$ cat src/exu_pkg.sv
// execution stage shared definitions
package exu_pkg;

        // ----------------------------------------
        // widths and basic types
        // ----------------------------------------
        localparam int XLEN          = 32;
        localparam int REG_ADDR_BITS = 5;

        typedef logic [XLEN-1:0]          xlen_t;
        typedef logic [XLEN-1:0]          pc_t;
        typedef logic [REG_ADDR_BITS-1:0] reg_addr_t;

        // alu funct3 codes
        localparam logic [2:0] ALU_ADD_SUB = 3'b000;
        localparam logic [2:0] ALU_SLL     = 3'b001;
        localparam logic [2:0] ALU_SLT     = 3'b010;
        localparam logic [2:0] ALU_SLTU    = 3'b011;
        localparam logic [2:0] ALU_XOR     = 3'b100;
        localparam logic [2:0] ALU_SRL_SRA = 3'b101;
        localparam logic [2:0] ALU_OR      = 3'b110;
        localparam logic [2:0] ALU_AND     = 3'b111;

        // branch funct3 codes
        localparam logic [2:0] BR_BEQ  = 3'b000;
        localparam logic [2:0] BR_BNE  = 3'b001;
        localparam logic [2:0] BR_BLT  = 3'b100;
        localparam logic [2:0] BR_BGE  = 3'b101;
        localparam logic [2:0] BR_BLTU = 3'b110;
        localparam logic [2:0] BR_BGEU = 3'b111;

        // opcode bits [6:2], the low two bits are always 2'b11
        localparam logic [4:0] OPC_OP     = 5'b01100;
        localparam logic [4:0] OPC_OP_IMM = 5'b00100;

        // link offsets
        localparam pc_t PC_STEP_FULL = 32'd4;
        localparam pc_t PC_STEP_COMP = 32'd2;

        // ----------------------------------------
        // instruction formats
        // ----------------------------------------
        typedef struct packed {
                logic [6:0] funct7;
                reg_addr_t  rs2;
                reg_addr_t  rs1;
                logic [2:0] funct3;
                reg_addr_t  rd;
                logic [6:0] opcode;
        } r_fmt_t;

        typedef struct packed {
                logic [11:0] imm_11_0;
                reg_addr_t   rs1;
                logic [2:0]  funct3;
                reg_addr_t   rd;
                logic [6:0]  opcode;
        } i_fmt_t;

        typedef struct packed {
                logic       imm_12;
                logic [5:0] imm_10_5;
                reg_addr_t  rs2;
                reg_addr_t  rs1;
                logic [2:0] funct3;
                logic [3:0] imm_4_1;
                logic       imm_11;
                logic [6:0] opcode;
        } b_fmt_t;

        typedef struct packed {
                logic [19:0] imm_31_12;
                reg_addr_t   rd;
                logic [6:0]  opcode;
        } u_fmt_t;

        typedef struct packed {
                logic       imm_20;
                logic [9:0] imm_10_1;
                logic       imm_11;
                logic [7:0] imm_19_12;
                reg_addr_t  rd;
                logic [6:0] opcode;
        } j_fmt_t;

        // one word, read through whichever format applies
        typedef union packed {
                r_fmt_t r;
                i_fmt_t i;
                b_fmt_t b;
                u_fmt_t u;
                j_fmt_t j;
        } instr_t;

        // ----------------------------------------
        // port records
        // ----------------------------------------
        typedef struct packed {
                logic load_y_from_imm;
                logic save_to_rd;
                logic lui;
                logic auipc;
                logic jal;
                logic jalr;
                logic branch;
                logic is_compressed;
        } exu_ctl_t;

        typedef struct packed {
                logic eq;
                logic lt;
                logic ltu;
        } exu_cmp_t;

        typedef struct packed {
                reg_addr_t rd_addr;
                logic      save_to_rd;
                xlen_t     data;
        } exu_wb_t;

        typedef struct packed {
                logic taken;
                pc_t  target;
        } exu_redirect_t;

        // registered stage contents
        typedef struct packed {
                instr_t   instr;
                pc_t      pc;
                exu_ctl_t ctl;
                xlen_t    x;
                xlen_t    y;
                xlen_t    u_imm;
                xlen_t    auipc_sum;
                pc_t      branch_target;
                pc_t      jal_target;
                pc_t      link_value;
        } exu_stage_t;

endpackage

$ cat src/exu_alu.sv
// integer ALU
`timescale 1ns/1ps

module exu_alu
        import exu_pkg::*;
(
        input  exu_stage_t stage_i,
        output xlen_t      alu_result_o,
        output exu_cmp_t   cmp_o
);

        logic [2:0] funct3;
        logic [4:0] opcode;
        logic       sub_sel;
        logic       sra_sel;
        logic [4:0] shamt;
        xlen_t      x;
        xlen_t      y;
        exu_cmp_t   cmp;
        xlen_t      result;

        assign x      = stage_i.x;
        assign y      = stage_i.y;
        assign funct3 = stage_i.instr.r.funct3;
        assign opcode = stage_i.instr.r.opcode[6:2];
        assign shamt  = y[4:0];

        // bit 30 picks sub only for the register class, addi never subtracts
        assign sub_sel = (opcode == OPC_OP) && stage_i.instr.r.funct7[5];
        assign sra_sel = stage_i.instr.r.funct7[5];

        // ----------------------------------------
        // comparisons, shared with branches
        // ----------------------------------------
        assign cmp.eq  = (x == y);
        assign cmp.lt  = ($signed(x) < $signed(y));
        assign cmp.ltu = (x < y);

        // ----------------------------------------
        // operation select
        // ----------------------------------------
        always_comb begin
                case (funct3)
                        ALU_ADD_SUB: result = sub_sel ? (x - y) : (x + y);
                        ALU_SLL:     result = x << shamt;
                        ALU_SLT:     result = {31'd0, cmp.lt};
                        ALU_SLTU:    result = {31'd0, cmp.ltu};
                        ALU_XOR:     result = x ^ y;
                        ALU_SRL_SRA: begin
                                if (sra_sel) begin
                                        result = $signed(x) >>> shamt;
                                end else begin
                                        result = x >> shamt;
                                end
                        end
                        ALU_OR:      result = x | y;
                        default:     result = x & y;
                endcase
        end

        assign alu_result_o = result;
        assign cmp_o        = cmp;

endmodule

$ cat src/exu_branch_unit.sv
// branch and jump redirect
`timescale 1ns/1ps

module exu_branch_unit
        import exu_pkg::*;
(
        input  exu_stage_t    stage_i,
        input  exu_cmp_t      cmp_i,
        output exu_redirect_t redirect_o
);

        logic  cond;
        xlen_t i_imm;
        pc_t   jalr_target;

        // ----------------------------------------
        // branch condition
        // ----------------------------------------
        always_comb begin
                case (stage_i.instr.b.funct3)
                        BR_BEQ:  cond = cmp_i.eq;
                        BR_BNE:  cond = ~cmp_i.eq;
                        BR_BLT:  cond = cmp_i.lt;
                        BR_BGE:  cond = ~cmp_i.lt;
                        BR_BLTU: cond = cmp_i.ltu;
                        BR_BGEU: cond = ~cmp_i.ltu;
                        // reserved encodings never branch
                        default: cond = 1'b0;
                endcase
        end

        // ----------------------------------------
        // target
        // ----------------------------------------
        assign i_imm = {{20{stage_i.instr.i.imm_11_0[11]}}, stage_i.instr.i.imm_11_0};

        // jalr clears bit 0 of the sum
        assign jalr_target = (stage_i.x + i_imm) & ~32'd1;

        assign redirect_o.taken = (stage_i.ctl.branch & cond) |
                                  stage_i.ctl.jal | stage_i.ctl.jalr;

        always_comb begin
                if (stage_i.ctl.jalr) begin
                        redirect_o.target = jalr_target;
                end else if (stage_i.ctl.jal) begin
                        redirect_o.target = stage_i.jal_target;
                end else begin
                        redirect_o.target = stage_i.branch_target;
                end
        end

endmodule

$ cat src/exu_operand_stage.sv
// execution operand stage
`timescale 1ns/1ps

module exu_operand_stage
        import exu_pkg::*;
(
        input  logic       clk,
        input  logic       reset_n,

        // strobe from the controller
        input  logic       exe_enable_i,

        // decoded instruction
        input  instr_t     instr_i,
        input  pc_t        pc_i,
        input  exu_ctl_t   ctl_i,

        // register file operands
        input  xlen_t      rs1_i,
        input  xlen_t      rs2_i,

        output exu_stage_t stage_o,
        output logic       valid_o
);

        xlen_t      i_imm;
        xlen_t      b_imm;
        xlen_t      u_imm;
        xlen_t      j_imm;
        pc_t        pc_step;
        exu_stage_t stage_d;
        exu_stage_t stage_q;
        logic       valid_q;

        // ----------------------------------------
        // immediates
        // ----------------------------------------
        assign i_imm = {{20{instr_i.i.imm_11_0[11]}}, instr_i.i.imm_11_0};

        assign b_imm = {{20{instr_i.b.imm_12}}, instr_i.b.imm_11,
                        instr_i.b.imm_10_5, instr_i.b.imm_4_1, 1'b0};

        assign u_imm = {instr_i.u.imm_31_12, 12'd0};

        assign j_imm = {{12{instr_i.j.imm_20}}, instr_i.j.imm_19_12,
                        instr_i.j.imm_11, instr_i.j.imm_10_1, 1'b0};

        // compressed instructions link to pc + 2
        assign pc_step = ctl_i.is_compressed ? PC_STEP_COMP : PC_STEP_FULL;

        // ----------------------------------------
        // next stage contents
        // ----------------------------------------
        always_comb begin
                stage_d.instr         = instr_i;
                stage_d.pc            = pc_i;
                stage_d.ctl           = ctl_i;
                stage_d.x             = rs1_i;
                stage_d.y             = ctl_i.load_y_from_imm ? i_imm : rs2_i;
                stage_d.u_imm         = u_imm;
                stage_d.auipc_sum     = pc_i + u_imm;
                stage_d.branch_target = pc_i + b_imm;
                stage_d.jal_target    = pc_i + j_imm;
                stage_d.link_value    = pc_i + pc_step;
        end

        // ----------------------------------------
        // stage register
        // ----------------------------------------
        always_ff @(posedge clk or negedge reset_n) begin
                if (!reset_n) begin
                        stage_q <= '0;
                        valid_q <= 1'b0;
                end else begin
                        valid_q <= exe_enable_i;
                        if (exe_enable_i) begin
                                stage_q <= stage_d;
                        end else begin
                                // idle cycle, no write-back and no redirect
                                stage_q.ctl <= '0;
                        end
                end
        end

        assign stage_o = stage_q;
        assign valid_o = valid_q;

endmodule

$ cat src/exu_result_select.sv
// write-back value select
`timescale 1ns/1ps

module exu_result_select
        import exu_pkg::*;
(
        input  exu_stage_t stage_i,
        input  xlen_t      alu_result_i,
        output exu_wb_t    wb_o
);

        xlen_t data;

        // ----------------------------------------
        // data priority
        // ----------------------------------------
        always_comb begin
                if (stage_i.ctl.lui) begin
                        data = stage_i.u_imm;
                end else if (stage_i.ctl.auipc) begin
                        data = stage_i.auipc_sum;
                end else if (stage_i.ctl.jal || stage_i.ctl.jalr) begin
                        // return address, pc + 2 or pc + 4
                        data = stage_i.link_value;
                end else begin
                        data = alu_result_i;
                end
        end

        assign wb_o.rd_addr    = stage_i.instr.r.rd;
        assign wb_o.save_to_rd = stage_i.ctl.save_to_rd;
        assign wb_o.data       = data;

endmodule

$ cat src/exu_top.sv
// integer execution stage top
`timescale 1ns/1ps

module exu_top
        import exu_pkg::*;
(
        input  logic          clk,
        input  logic          reset_n,

        input  logic          exe_enable_i,
        input  instr_t        instr_i,
        input  pc_t           pc_i,
        input  exu_ctl_t      ctl_i,
        input  xlen_t         rs1_i,
        input  xlen_t         rs2_i,

        // one cycle after the enable
        output logic          valid_o,
        output exu_wb_t       wb_o,
        output exu_redirect_t redirect_o
);

        exu_stage_t stage;
        xlen_t      alu_result;
        exu_cmp_t   cmp;

        exu_operand_stage u_operand_stage (
                .clk          (clk),
                .reset_n      (reset_n),
                .exe_enable_i (exe_enable_i),
                .instr_i      (instr_i),
                .pc_i         (pc_i),
                .ctl_i        (ctl_i),
                .rs1_i        (rs1_i),
                .rs2_i        (rs2_i),
                .stage_o      (stage),
                .valid_o      (valid_o)
        );

        exu_alu u_alu (
                .stage_i      (stage),
                .alu_result_o (alu_result),
                .cmp_o        (cmp)
        );

        exu_branch_unit u_branch_unit (
                .stage_i    (stage),
                .cmp_i      (cmp),
                .redirect_o (redirect_o)
        );

        exu_result_select u_result_select (
                .stage_i      (stage),
                .alu_result_i (alu_result),
                .wb_o         (wb_o)
        );

endmodule

$ cat config.mk
export PLATFORM = sky130hd
export DESIGN_NAME = exu_top
export DESIGN_NICKNAME = d
export VERILOG_FILES = /design/src/exu_pkg.sv /design/src/exu_alu.sv /design/src/exu_branch_unit.sv /design/src/exu_operand_stage.sv /design/src/exu_result_select.sv /design/src/exu_top.sv
export SDC_FILE = /design/constraint.sdc
export NUM_CORES = 1
export LEC_CHECK = 0
export ABC_CLOCK_PERIOD_IN_PS = 4870
export BUFFER_PORTS_ARGS = -buffer_cell sky130_fd_sc_hd__buf_2
export CAP_MARGIN = 20
export CELL_PAD_IN_SITES_DETAIL_PLACEMENT = 0
export CELL_PAD_IN_SITES_GLOBAL_PLACEMENT = 1
export CORE_MARGIN = 3
export CORE_UTILIZATION = 47
export CTS_BUF_LIST = sky130_fd_sc_hd__clkbuf_16
export DETAILED_ROUTE_END_ITERATION = 8
export PLACE_DENSITY = 0.9
export SLEW_MARGIN = 20
export SYNTH_ARGS = -nofsm -noshare
export SYNTH_HDL_FRONTEND = slang
export SYNTH_SLANG_ARGS = --single-unit
$ cat constraint.sdc
create_clock -name clk -period 4.87 [get_ports clk]
set_input_delay 0.974 -clock clk [delete_from_list [all_inputs] [get_ports clk]]
set_output_delay 0.974 -clock clk [all_outputs]
set_load 0.01 [all_outputs]
## Word level (Yosys, flattened, before mapping)

Cells that the tools add are included.

- Register bits after elaboration: 251
- Output and inout bits: 72
- Word-level logic and storage cells: 60
- Bits of input ports: 139

- Muxes and demuxes: 12
- $add $sub $neg: 7
- Order comparisons: 2
- Shift operators: 3
- Reduce and logical (&&, ||, !) cells: 3
- Eq/ne operators: 9
- Bitwise operators: 9

Operators with widths:

| cell | count |
|---|---|
| $mux 32 | 8 |
| $pmux 32 s7 | 1 |
| $add 32x32->32 | 6 |
| $lt 32x32->1 | 2 |
| $and 32x32->32 | 1 |
| $eq 32x32->1 | 1 |
| $or 32x32->32 | 1 |
| $shl 32x5->32 | 1 |
| $shr 32x5->32 | 1 |
| $sshr 32x5->32 | 1 |
| $sub 32x32->32 | 1 |
| $xor 32x32->32 | 1 |
| $eq 3x3->1 const B | 4 |
| $mux 7 | 1 |
| $eq 3x2->1 const B | 2 |
| $pmux 1 s6 | 1 |
| $eq 5x4->1 const B | 1 |
| $eq 3x1->1 const B | 1 |
| $logic_not 3->1 | 1 |
| $mux 3 | 1 |
| $not 1->1 | 3 |
| $or 1x1->1 | 2 |
| $and 1x1->1 | 1 |
| $logic_and 1x1->1 | 1 |
| $logic_or 1x1->1 | 1 |

## Longest topological paths before layout

Gate-level depths: netlist (run 1).

- Word-level depth: 7
- Gate-level depth with buffers: 15
- Depth with buffers taken out: 12

## Hierarchy

A second synthesis (run 1) with hierarchy kept.

- Cell total of the unflattened synthesis: 3213
- Area, all modules: 25867.3 sq um

By module, submodules not included:

| module | sequential area each (sq um) | instances | cells each | area each (sq um) |
|---|---|---|---|---|
| exu_operand_stage | 6256.0 | 1 | 1316 | 13756.9 |
| exu_alu | 0.0 | 1 | 1400 | 8580.7 |
| exu_branch_unit | 0.0 | 1 | 378 | 2647.5 |
| exu_result_select | 0.0 | 1 | 119 | 882.1 |

## Worst setup path before layout (run 1)

OpenSTA, ideal clock, no wires.

- Path kind: flip-flop to output port
- Start point: register u_operand_stage.stage_q (netlist bit u_operand_stage.stage_o[163])
- End point: output wb_o[0] (netlist bit)
- Stages on the path, launching flop included: 16
- Slack: 0.174 ns
- Buffers on the path: 4
- Required time: 3.896 ns
- Data arrival time: 3.722 ns
- Cell sequence: dfrtp_1 -> clkbuf_1 -> clkinv_1 -> buf_1 -> clkbuf_1 -> ha_1 -> clkbuf_1 -> nand2b_1 -> o311a_1 -> o211a_1 -> o211ai_1 -> o311ai_1 -> a211oi_1 -> a22o_1 -> a31oi_1 -> a2111oi_1

RTL lines:

| item | line | text |
|---|---|---|
| start, declared | exu_operand_stage.sv:32 | `exu_stage_t stage_q;` |
| start signal, assigned | exu_operand_stage.sv:77 | `stage_q <= stage_d;` |
| end, declared | exu_top.sv:19 | `output exu_wb_t wb_o,` |

==> flow_summary.ini, run 1 <==
[worst_setup_path]
end_kind = output pin
start_kind = flop
cp_cell_sequence = buf_4 -> buf_16 -> mux2_2 -> mux4_2 -> nand2_1 -> nand2_1 -> a211oi_2 -> buf_4 -> nor2_1 -> a211oi_1 -> o22ai_1 -> a31o_2 -> buf_2
r2r_setup_slack_ns = 3.24
cp_slowest_cell = mux4_2
r2r-start = u_operand_stage.stage_o[278]$_DFFE_PN0P_
path_max_fanout = 19
required_ns = 3.90
max_stage_delay_ns = 0.57
cp_data_arrival_time_ns = 4.00
r2r_cells = 3
crit_type = reg -> out
r2r_end = u_operand_stage.stage_o[278]$_DFFE_PN0P_

[clock_tree]
htree_levels = 1
clock_latency_ns = 0.61
cts_tree = done
cts_buffer_depth = 3
ctsRootBufferMaster = clkbuf_16
cts_buffers = 27
cts.sinks = 226
clk_pin_slew_ns = 0.07

[synthesis]
syn_nets = 3281
yosysTopAreaCell = dfrtp_1
synthFlopType = dfrtp_1
synth_seq_cells = 226
synth.distinct_cells = 85
syn_inst = 2952
syn_area_per_cell_um2 = 8.129
yosysWarnings = 0
ys_seq_area_frac = 0.2357
synthTopCellsByArea = dfrtp_1 24%, ha_1 9.5%, a21oi_1 6.7%
synth_top_area_frac = 0.2357
synth-edff-count = 0
synth_async_sr_flop_share = 1.000
syn_area_um2 = 24000

[pwr]
leakage_nw = 12.38
vdd_drop_max_v = 0.0002745
pwr_density_cell_nw_per_um2 = 324.4

[floorplanning]
core-area_um2 = 50270
num_rows = 82
ios = 211
fp.dieH_um = 232.0
dieArea_um2 = 53800
fp.dieW_um = 232.0
initial_core_util = 0.4773

[layout]
final_cells = 3908
nNetsFinal = 3542
final_cell_mix = 309 x a21oi_1, 302 x nor2_1, 240 x nand2_1, 215 x buf_4, 214 x dfrtp_1
drive_above_1_share = 0.2524
area.growth.synth_to_final_pct = 19.11
mostFrequentLayoutCell = a21oi_1
fin_util = 0.5685

[placement]
numPortBuffers = 208
gp_routability_congestion = 1.019
numPlacedInstances = 3841
dp_hpwl_um = 84960

[sta]
slew_headroom = 0.2806
grt_setup_unrepaired = true
fin_tns_setup_ns = -0.2202
setup_ws_ns = -0.1088
setup_violations = 3
min_period_over_period = 1.022
hold_viol = 0
max_freq_mhz = 200.9
tightest_slew_ns = 1.075
skew_ns = 0
drv_slew = 0
fin_crit_ns = 4.979

[drt]
wl_per_cell_um = 28.42
first_pass_iters = 6
vias = 25910
drc = 0
drtIter0Drc = 2871
vias_per_cell = 6.630
drt_wl_total_um = 111100
ant_nets = 0

[grt]
overflow = 0
grt_pass1_vias = 24790
grt_max_degree = 161
grt_pass1_wl_um = 161400
antenna_found_initial = 6
grt_usage = 0.3996

[min_path]
holdCritPathClass = in -> async

[run_status]
status = finished, violations left
failed_checks = negative setup slack

[job]
drv_cap = 0
==> worst max path at each step <==
stage                     slack (ns)                                      from        to
final                          -0.11  u_operand_stage.stage_o[160]$_DFFE_PN0P_  wb_o[30]
after floorplan                 0.17  u_operand_stage.stage_o[163]$_DFFE_PN0P_   wb_o[0]
after global placement          0.24  u_operand_stage.stage_o[160]$_DFFE_PN0P_  wb_o[24]
after detailed placement        0.22  u_operand_stage.stage_o[160]$_DFFE_PN0P_  wb_o[24]
after CTS                      -0.08  u_operand_stage.stage_o[160]$_DFFE_PN0P_  wb_o[30]
after global routing           -0.15  u_operand_stage.stage_o[192]$_DFFE_PN0P_   wb_o[0]
==> critical path, delay by kind of cell, from the launching register on <==
family | cells | cell delay (ns)
mux | 2 | 0.96
flops | 1 | 0.46
simple gates | 3 | 0.26
buf+inv | 4 | 0.80
compound gates | 4 | 0.89
==> synthesized netlist by cell type, drive strengths merged, types with 21 or more instances <==
| cell type | instances |
|---|---|
| clkbuf | 149 |
| and3 | 26 |
| a31oi | 40 |
| xor2 | 57 |
| o22ai | 30 |
| a221oi | 21 |
| buf | 53 |
| xnor2 | 83 |
| dfrtp | 226 |
| mux2 | 108 |
| nor2b | 29 |
| nand3 | 66 |
| nor3 | 59 |
| mux4 | 69 |
| a21o | 57 |
| o21a | 25 |
| ha | 183 |
| a21oi | 324 |
| o211ai | 37 |
| nand2 | 243 |
| nor2 | 310 |
| mux2i | 67 |
| inv | 131 |
| o221ai | 28 |
| a211oi | 38 |
| o21ai | 220 |
==> through the flow <==
step / hold WS, ns / area [um^2] / worst slack (ns) / total power [mW]
6_report: 0.3070 / 28580 / -0.1088 / 9.271
5_1_grt: 0.3203 / 28580 / -0.1508 / 9.640
4_1_cts: 0.2970 / 28060 / -0.07816 / 9.003
3_5_place_dp: 0.4666 / 26770 / 0.2164 / 6.781
3_3_place_gp: 0.4611 / 26770 / 0.2429 / 6.731
2_1_floorplan: 0.4490 / 24000 / 0.1744 / 5.016
==> state kept, by name, summed over array words and instances, names as in the netlist <==
signal and count:
u_operand_stage.valid_o 1, u_operand_stage.stage_o 225
==> layout make-up <==
class / count / area [um^2]
clock inverter: 22 / 197.7
multi-input combinational: 2388 / 17710
fill: 4736 / 21690
timing repair buffer: 434 / 2964
antenna: 3 / 7.507
tap: 672 / 840.8
sequential: 226 / 5673
inverter: 136 / 514.2
clock buffer: 27 / 675.6
==> timing repair <==
item | 4_1_cts | 5_1_grt
hold buffers | 0 | 0
gates cloned | 1 | 2
hold endpoints to repair | 0 | 0
setup buffers | 4 | 11
pin swaps | 17 | 44
endpoints found under the setup margin | 26 | 36
gates resized for setup | 89 | 90
==> where the power goes <==
group | total (mW) | switching (mW) | internal [mW]
registers | 2.39 | 0.228 | 2.16
logic | 4.78 | 2.88 | 1.90
clock network | 2.10 | 0.933 | 1.17
==> per-layer routing <==
metal  wire length (um)  vias up  track usage
li1                   -    11360            -
met1              44110    12640       0.5308
met4               7784        2       0.2161
met3              10710      373      0.07556
met2              48470     1531       0.6158
met5                 13        -            0
==> cell families (layout without fill, tap and decap cells) <==
| logic type | count (synthesis) | count (layout) | share of synthesized area |
|---|---|---|---|
| XOR/XNOR | 140 | 140 | 0.05110 |
| adder cells (fa/ha/maj) | 190 | 190 | 0.1013 |
| AO/OA/AOI/OAI | 971 | 971 | 0.2547 |
| AND/OR/NAND/NOR | 843 | 843 | 0.1579 |
| other | 0 | 3 | 0 |
| multiplexers | 244 | 244 | 0.1435 |
| buffers and inverters | 338 | 619 | 0.05579 |
| flip-flops | 226 | 226 | 0.2357 |
Power figures use the tool's default switching activity.
==> run 2, diff against run 1 <==
--- a/config.mk
+++ b/config.mk
@@ -5,7 +5,7 @@
 export SDC_FILE = /design/constraint.sdc
 export NUM_CORES = 1
 export LEC_CHECK = 0
-export ABC_CLOCK_PERIOD_IN_PS = 4870
+export ABC_CLOCK_PERIOD_IN_PS = 5100
 export BUFFER_PORTS_ARGS = -buffer_cell sky130_fd_sc_hd__buf_2
 export CAP_MARGIN = 20
 export CELL_PAD_IN_SITES_DETAIL_PLACEMENT = 0
==> constraint.sdc (replaced) <==
create_clock -name clk -period 5.1 [get_ports clk]
set_input_delay 1.02 -clock clk [delete_from_list [all_inputs] [get_ports clk]]
set_output_delay 1.02 -clock clk [all_outputs]
set_load 0.01 [all_outputs]
==> run 2 against run 1 <==
The flow still finishes with violations (negative setup slack). Die area unchanged. Clock power decreased by 7%. Count of clock-buffer cells in the layout unchanged. Register-to-register slack improved by 0.34 ns. Sequential share of layout area increased by 0.21 points. Critical path type unchanged. Non-clock buffer count unchanged. Final area decreased by 1.1%. Cell count decreased by 0.10%. Global-route usage increased by 0.57 points. Utilization decreased by 0.64 points. Power decreased by 5.7%. Largest power group unchanged.
==> flow_summary.ini, run 2 (same netlist as run 1, synthesis figures left out) <==
[layout]
fin_area_um2 = 28260
largest_reg_flops = 225
final_cells = 3904
nNetsFinal = 3542
final_cell_mix = 321 x a21oi_1, 304 x nor2_1, 242 x nand2_1, 217 x dfrtp_1, 213 x buf_4
area.growth.synth_to_final_pct = 17.78
drive_above_1_share = 0.2324
antenna_cells = 0
mostFrequentLayoutCell = a21oi_1

[clock_tree]
cts_buffers = 27
clk_pin_slew_ns = 0.06
ctsHoldBuffers = 0
ctsRootBufferMaster = clkbuf_16
cts_buffer_depth = 3
cts.sinks = 226
htree_levels = 1
cts_tree = done
clock_latency_ns = 0.61

[sta]
fin_crit_ns = 5.116
skew_ns = 0
min_period_over_period = 1.003
hold_ws_ns = 0.3871
max_freq_mhz = 195.5
grt_setup_unrepaired = true
hold_viol = 0
drv_slew = 0
setup_ws_ns = -0.01595
tightest_slew_ns = 1.156
setup_violations = 1
slew_headroom = 0.2267

[worst_setup_path]
cp_data_arrival_time_ns = 4.10
critical_path.top_delay_family = compound AO/OA/AOI/OAI gates
max_stage_delay_ns = 0.80
path_max_fanout = 20
start_kind = flop
crit_path_frequent_cell = buf_4
cp_slowest_cell = o21ai_0
end_kind = output pin
crit_type = reg -> out
crit_buf_inv = 6
required_ns = 4.08
cp_cell_sequence = buf_4 -> buf_16 -> mux2i_4 -> buf_4 -> nand2b_1 -> and2_1 -> o21ai_0 -> a21oi_1 -> o21ai_0 -> a21oi_1 -> buf_4 -> o21ai_2 -> buf_4 -> buf_2

[drt]
wl_per_cell_um = 28.88
vias = 25960
first_pass_iters = 8
drt_wl_total_um = 112800
drtIter0Drc = 2942
vias_per_cell = 6.650
ant_nets = 0
drc = 0

[floorplanning]
initial_core_util = 0.4773
core-area_um2 = 50270
fp.dieH_um = 232.0
num_rows = 82
dieArea_um2 = 53800
ios = 211
fp.dieW_um = 232.0

[placement]
gp_routability_congestion = 1.039
numPortBuffers = 208
placedInstanceArea_um2 = 26820
numPlacedInstances = 3846
dp_hpwl_um = 85430

[grt]
grt_pass1_vias = 24790
overflow = 0
grt_usage = 0.4053
antenna_found_initial = 5
grtUsageMet1 = 0.5238
grt_max_degree = 198
grt_use_met2 = 0.6335
grt.met3_usage = 0.09605
grt_pass1_wl_um = 162900
busiest_layer = met2

[pwr]
power_mw = 8.741
pwr_density_cell_nw_per_um2 = 309.3
power_frac_comb = 0.517
p_sw_frac = 0.4334
vdd_drop_max_v = 0.0002981
internal_power_mw = 4.953
seqPwrFrac = 0.260
switching_power_mw = 3.789
pwr-share-clk = 0.223
leakage_nw = 12.34

[run_status]
failed_checks = negative setup slack
status = finished, violations left

[job]
drv_cap = 0

[min_path]
holdCritPathClass = in -> async
## run 2: layout make-up
type,instances,area [um^2]
clock buffer,27,675.6
clock inverter,21,185.2
fill,4690,22010
inverter,136,513.0
multi-input combinational,2388,17410
sequential,226,5669
tap,672,840.8
timing repair buffer,434,2970
## run 2: final timing paths
path	start	end	slack (ns)	cells after the start
max in group asynchronous	reset_n	u_operand_stage.stage_o[160]$_DFFE_PN0P_	3.59	2
worst min register to register	u_operand_stage.stage_o[34]$_DFFE_PN0P_	u_operand_stage.stage_o[34]$_DFFE_PN0P_	0.48	2
worst max register to register	u_operand_stage.stage_o[163]$_DFFE_PN0P_	u_operand_stage.stage_o[163]$_DFFE_PN0P_	3.58	4
worst min-delay path	reset_n	u_operand_stage.stage_o[274]$_DFFE_PN0P_	0.39	1
worst max-delay path	u_operand_stage.stage_o[160]$_DFFE_PN0P_	wb_o[19]	-0.02	14
min in group clk	u_operand_stage.stage_o[34]$_DFFE_PN0P_	u_operand_stage.stage_o[34]$_DFFE_PN0P_	0.48	2
## run 2: power by group through the flow
| stage | Combinational (mW) | Clock [mW] | Sequential [mW] |
|---|---|---|---|
| finish | 4.52 | 1.95 | 2.27 |
| global route | 4.78 | 2.04 | 2.29 |
| CTS | 4.31 | 1.99 | 2.26 |
| detailed placement | 4.22 | 0 | 2.29 |
| global placement | 4.18 | 0 | 2.27 |
| floorplan | 2.55 | 0 | 2.24 |
## run 2: timing repair
item,4_1_cts,5_1_grt
pin swaps,10,14
gates cloned,1,2
setup endpoints to repair,24,28
gates resized for setup,48,48
buffers inserted,3,5
## run 2: stage by stage
stage	setup TNS, ns	util	setup WS [ns]
after global placement	0	0.5335	0.1861
after detailed placement	0	0.5335	0.1595
after global routing	-0.2661	0.5621	-0.08648
after floorplan	0	-	0.3584
final	-0.01595	0.5621	-0.01595
after CTS	-0.1035	0.5558	-0.04809
## run 2: routing by layer
metal / routed length [um] / vias up / share of wire
li1: - / 11380 / -
met2: 49980 / 1515 / 0.44
met5: 65 / - / 0.00058
met3: 11330 / 400 / 0.10
met4: 7234 / 10 / 0.064
met1: 44150 / 12650 / 0.39
## run 2: worst register-to-register path, stage by stage, from the launching register on
cell and delay [ns]:
dfrtp_2 0.38, buf_4 0.42, buf_4 0.41, nor2_1 0.10, a21oi_1 0.13
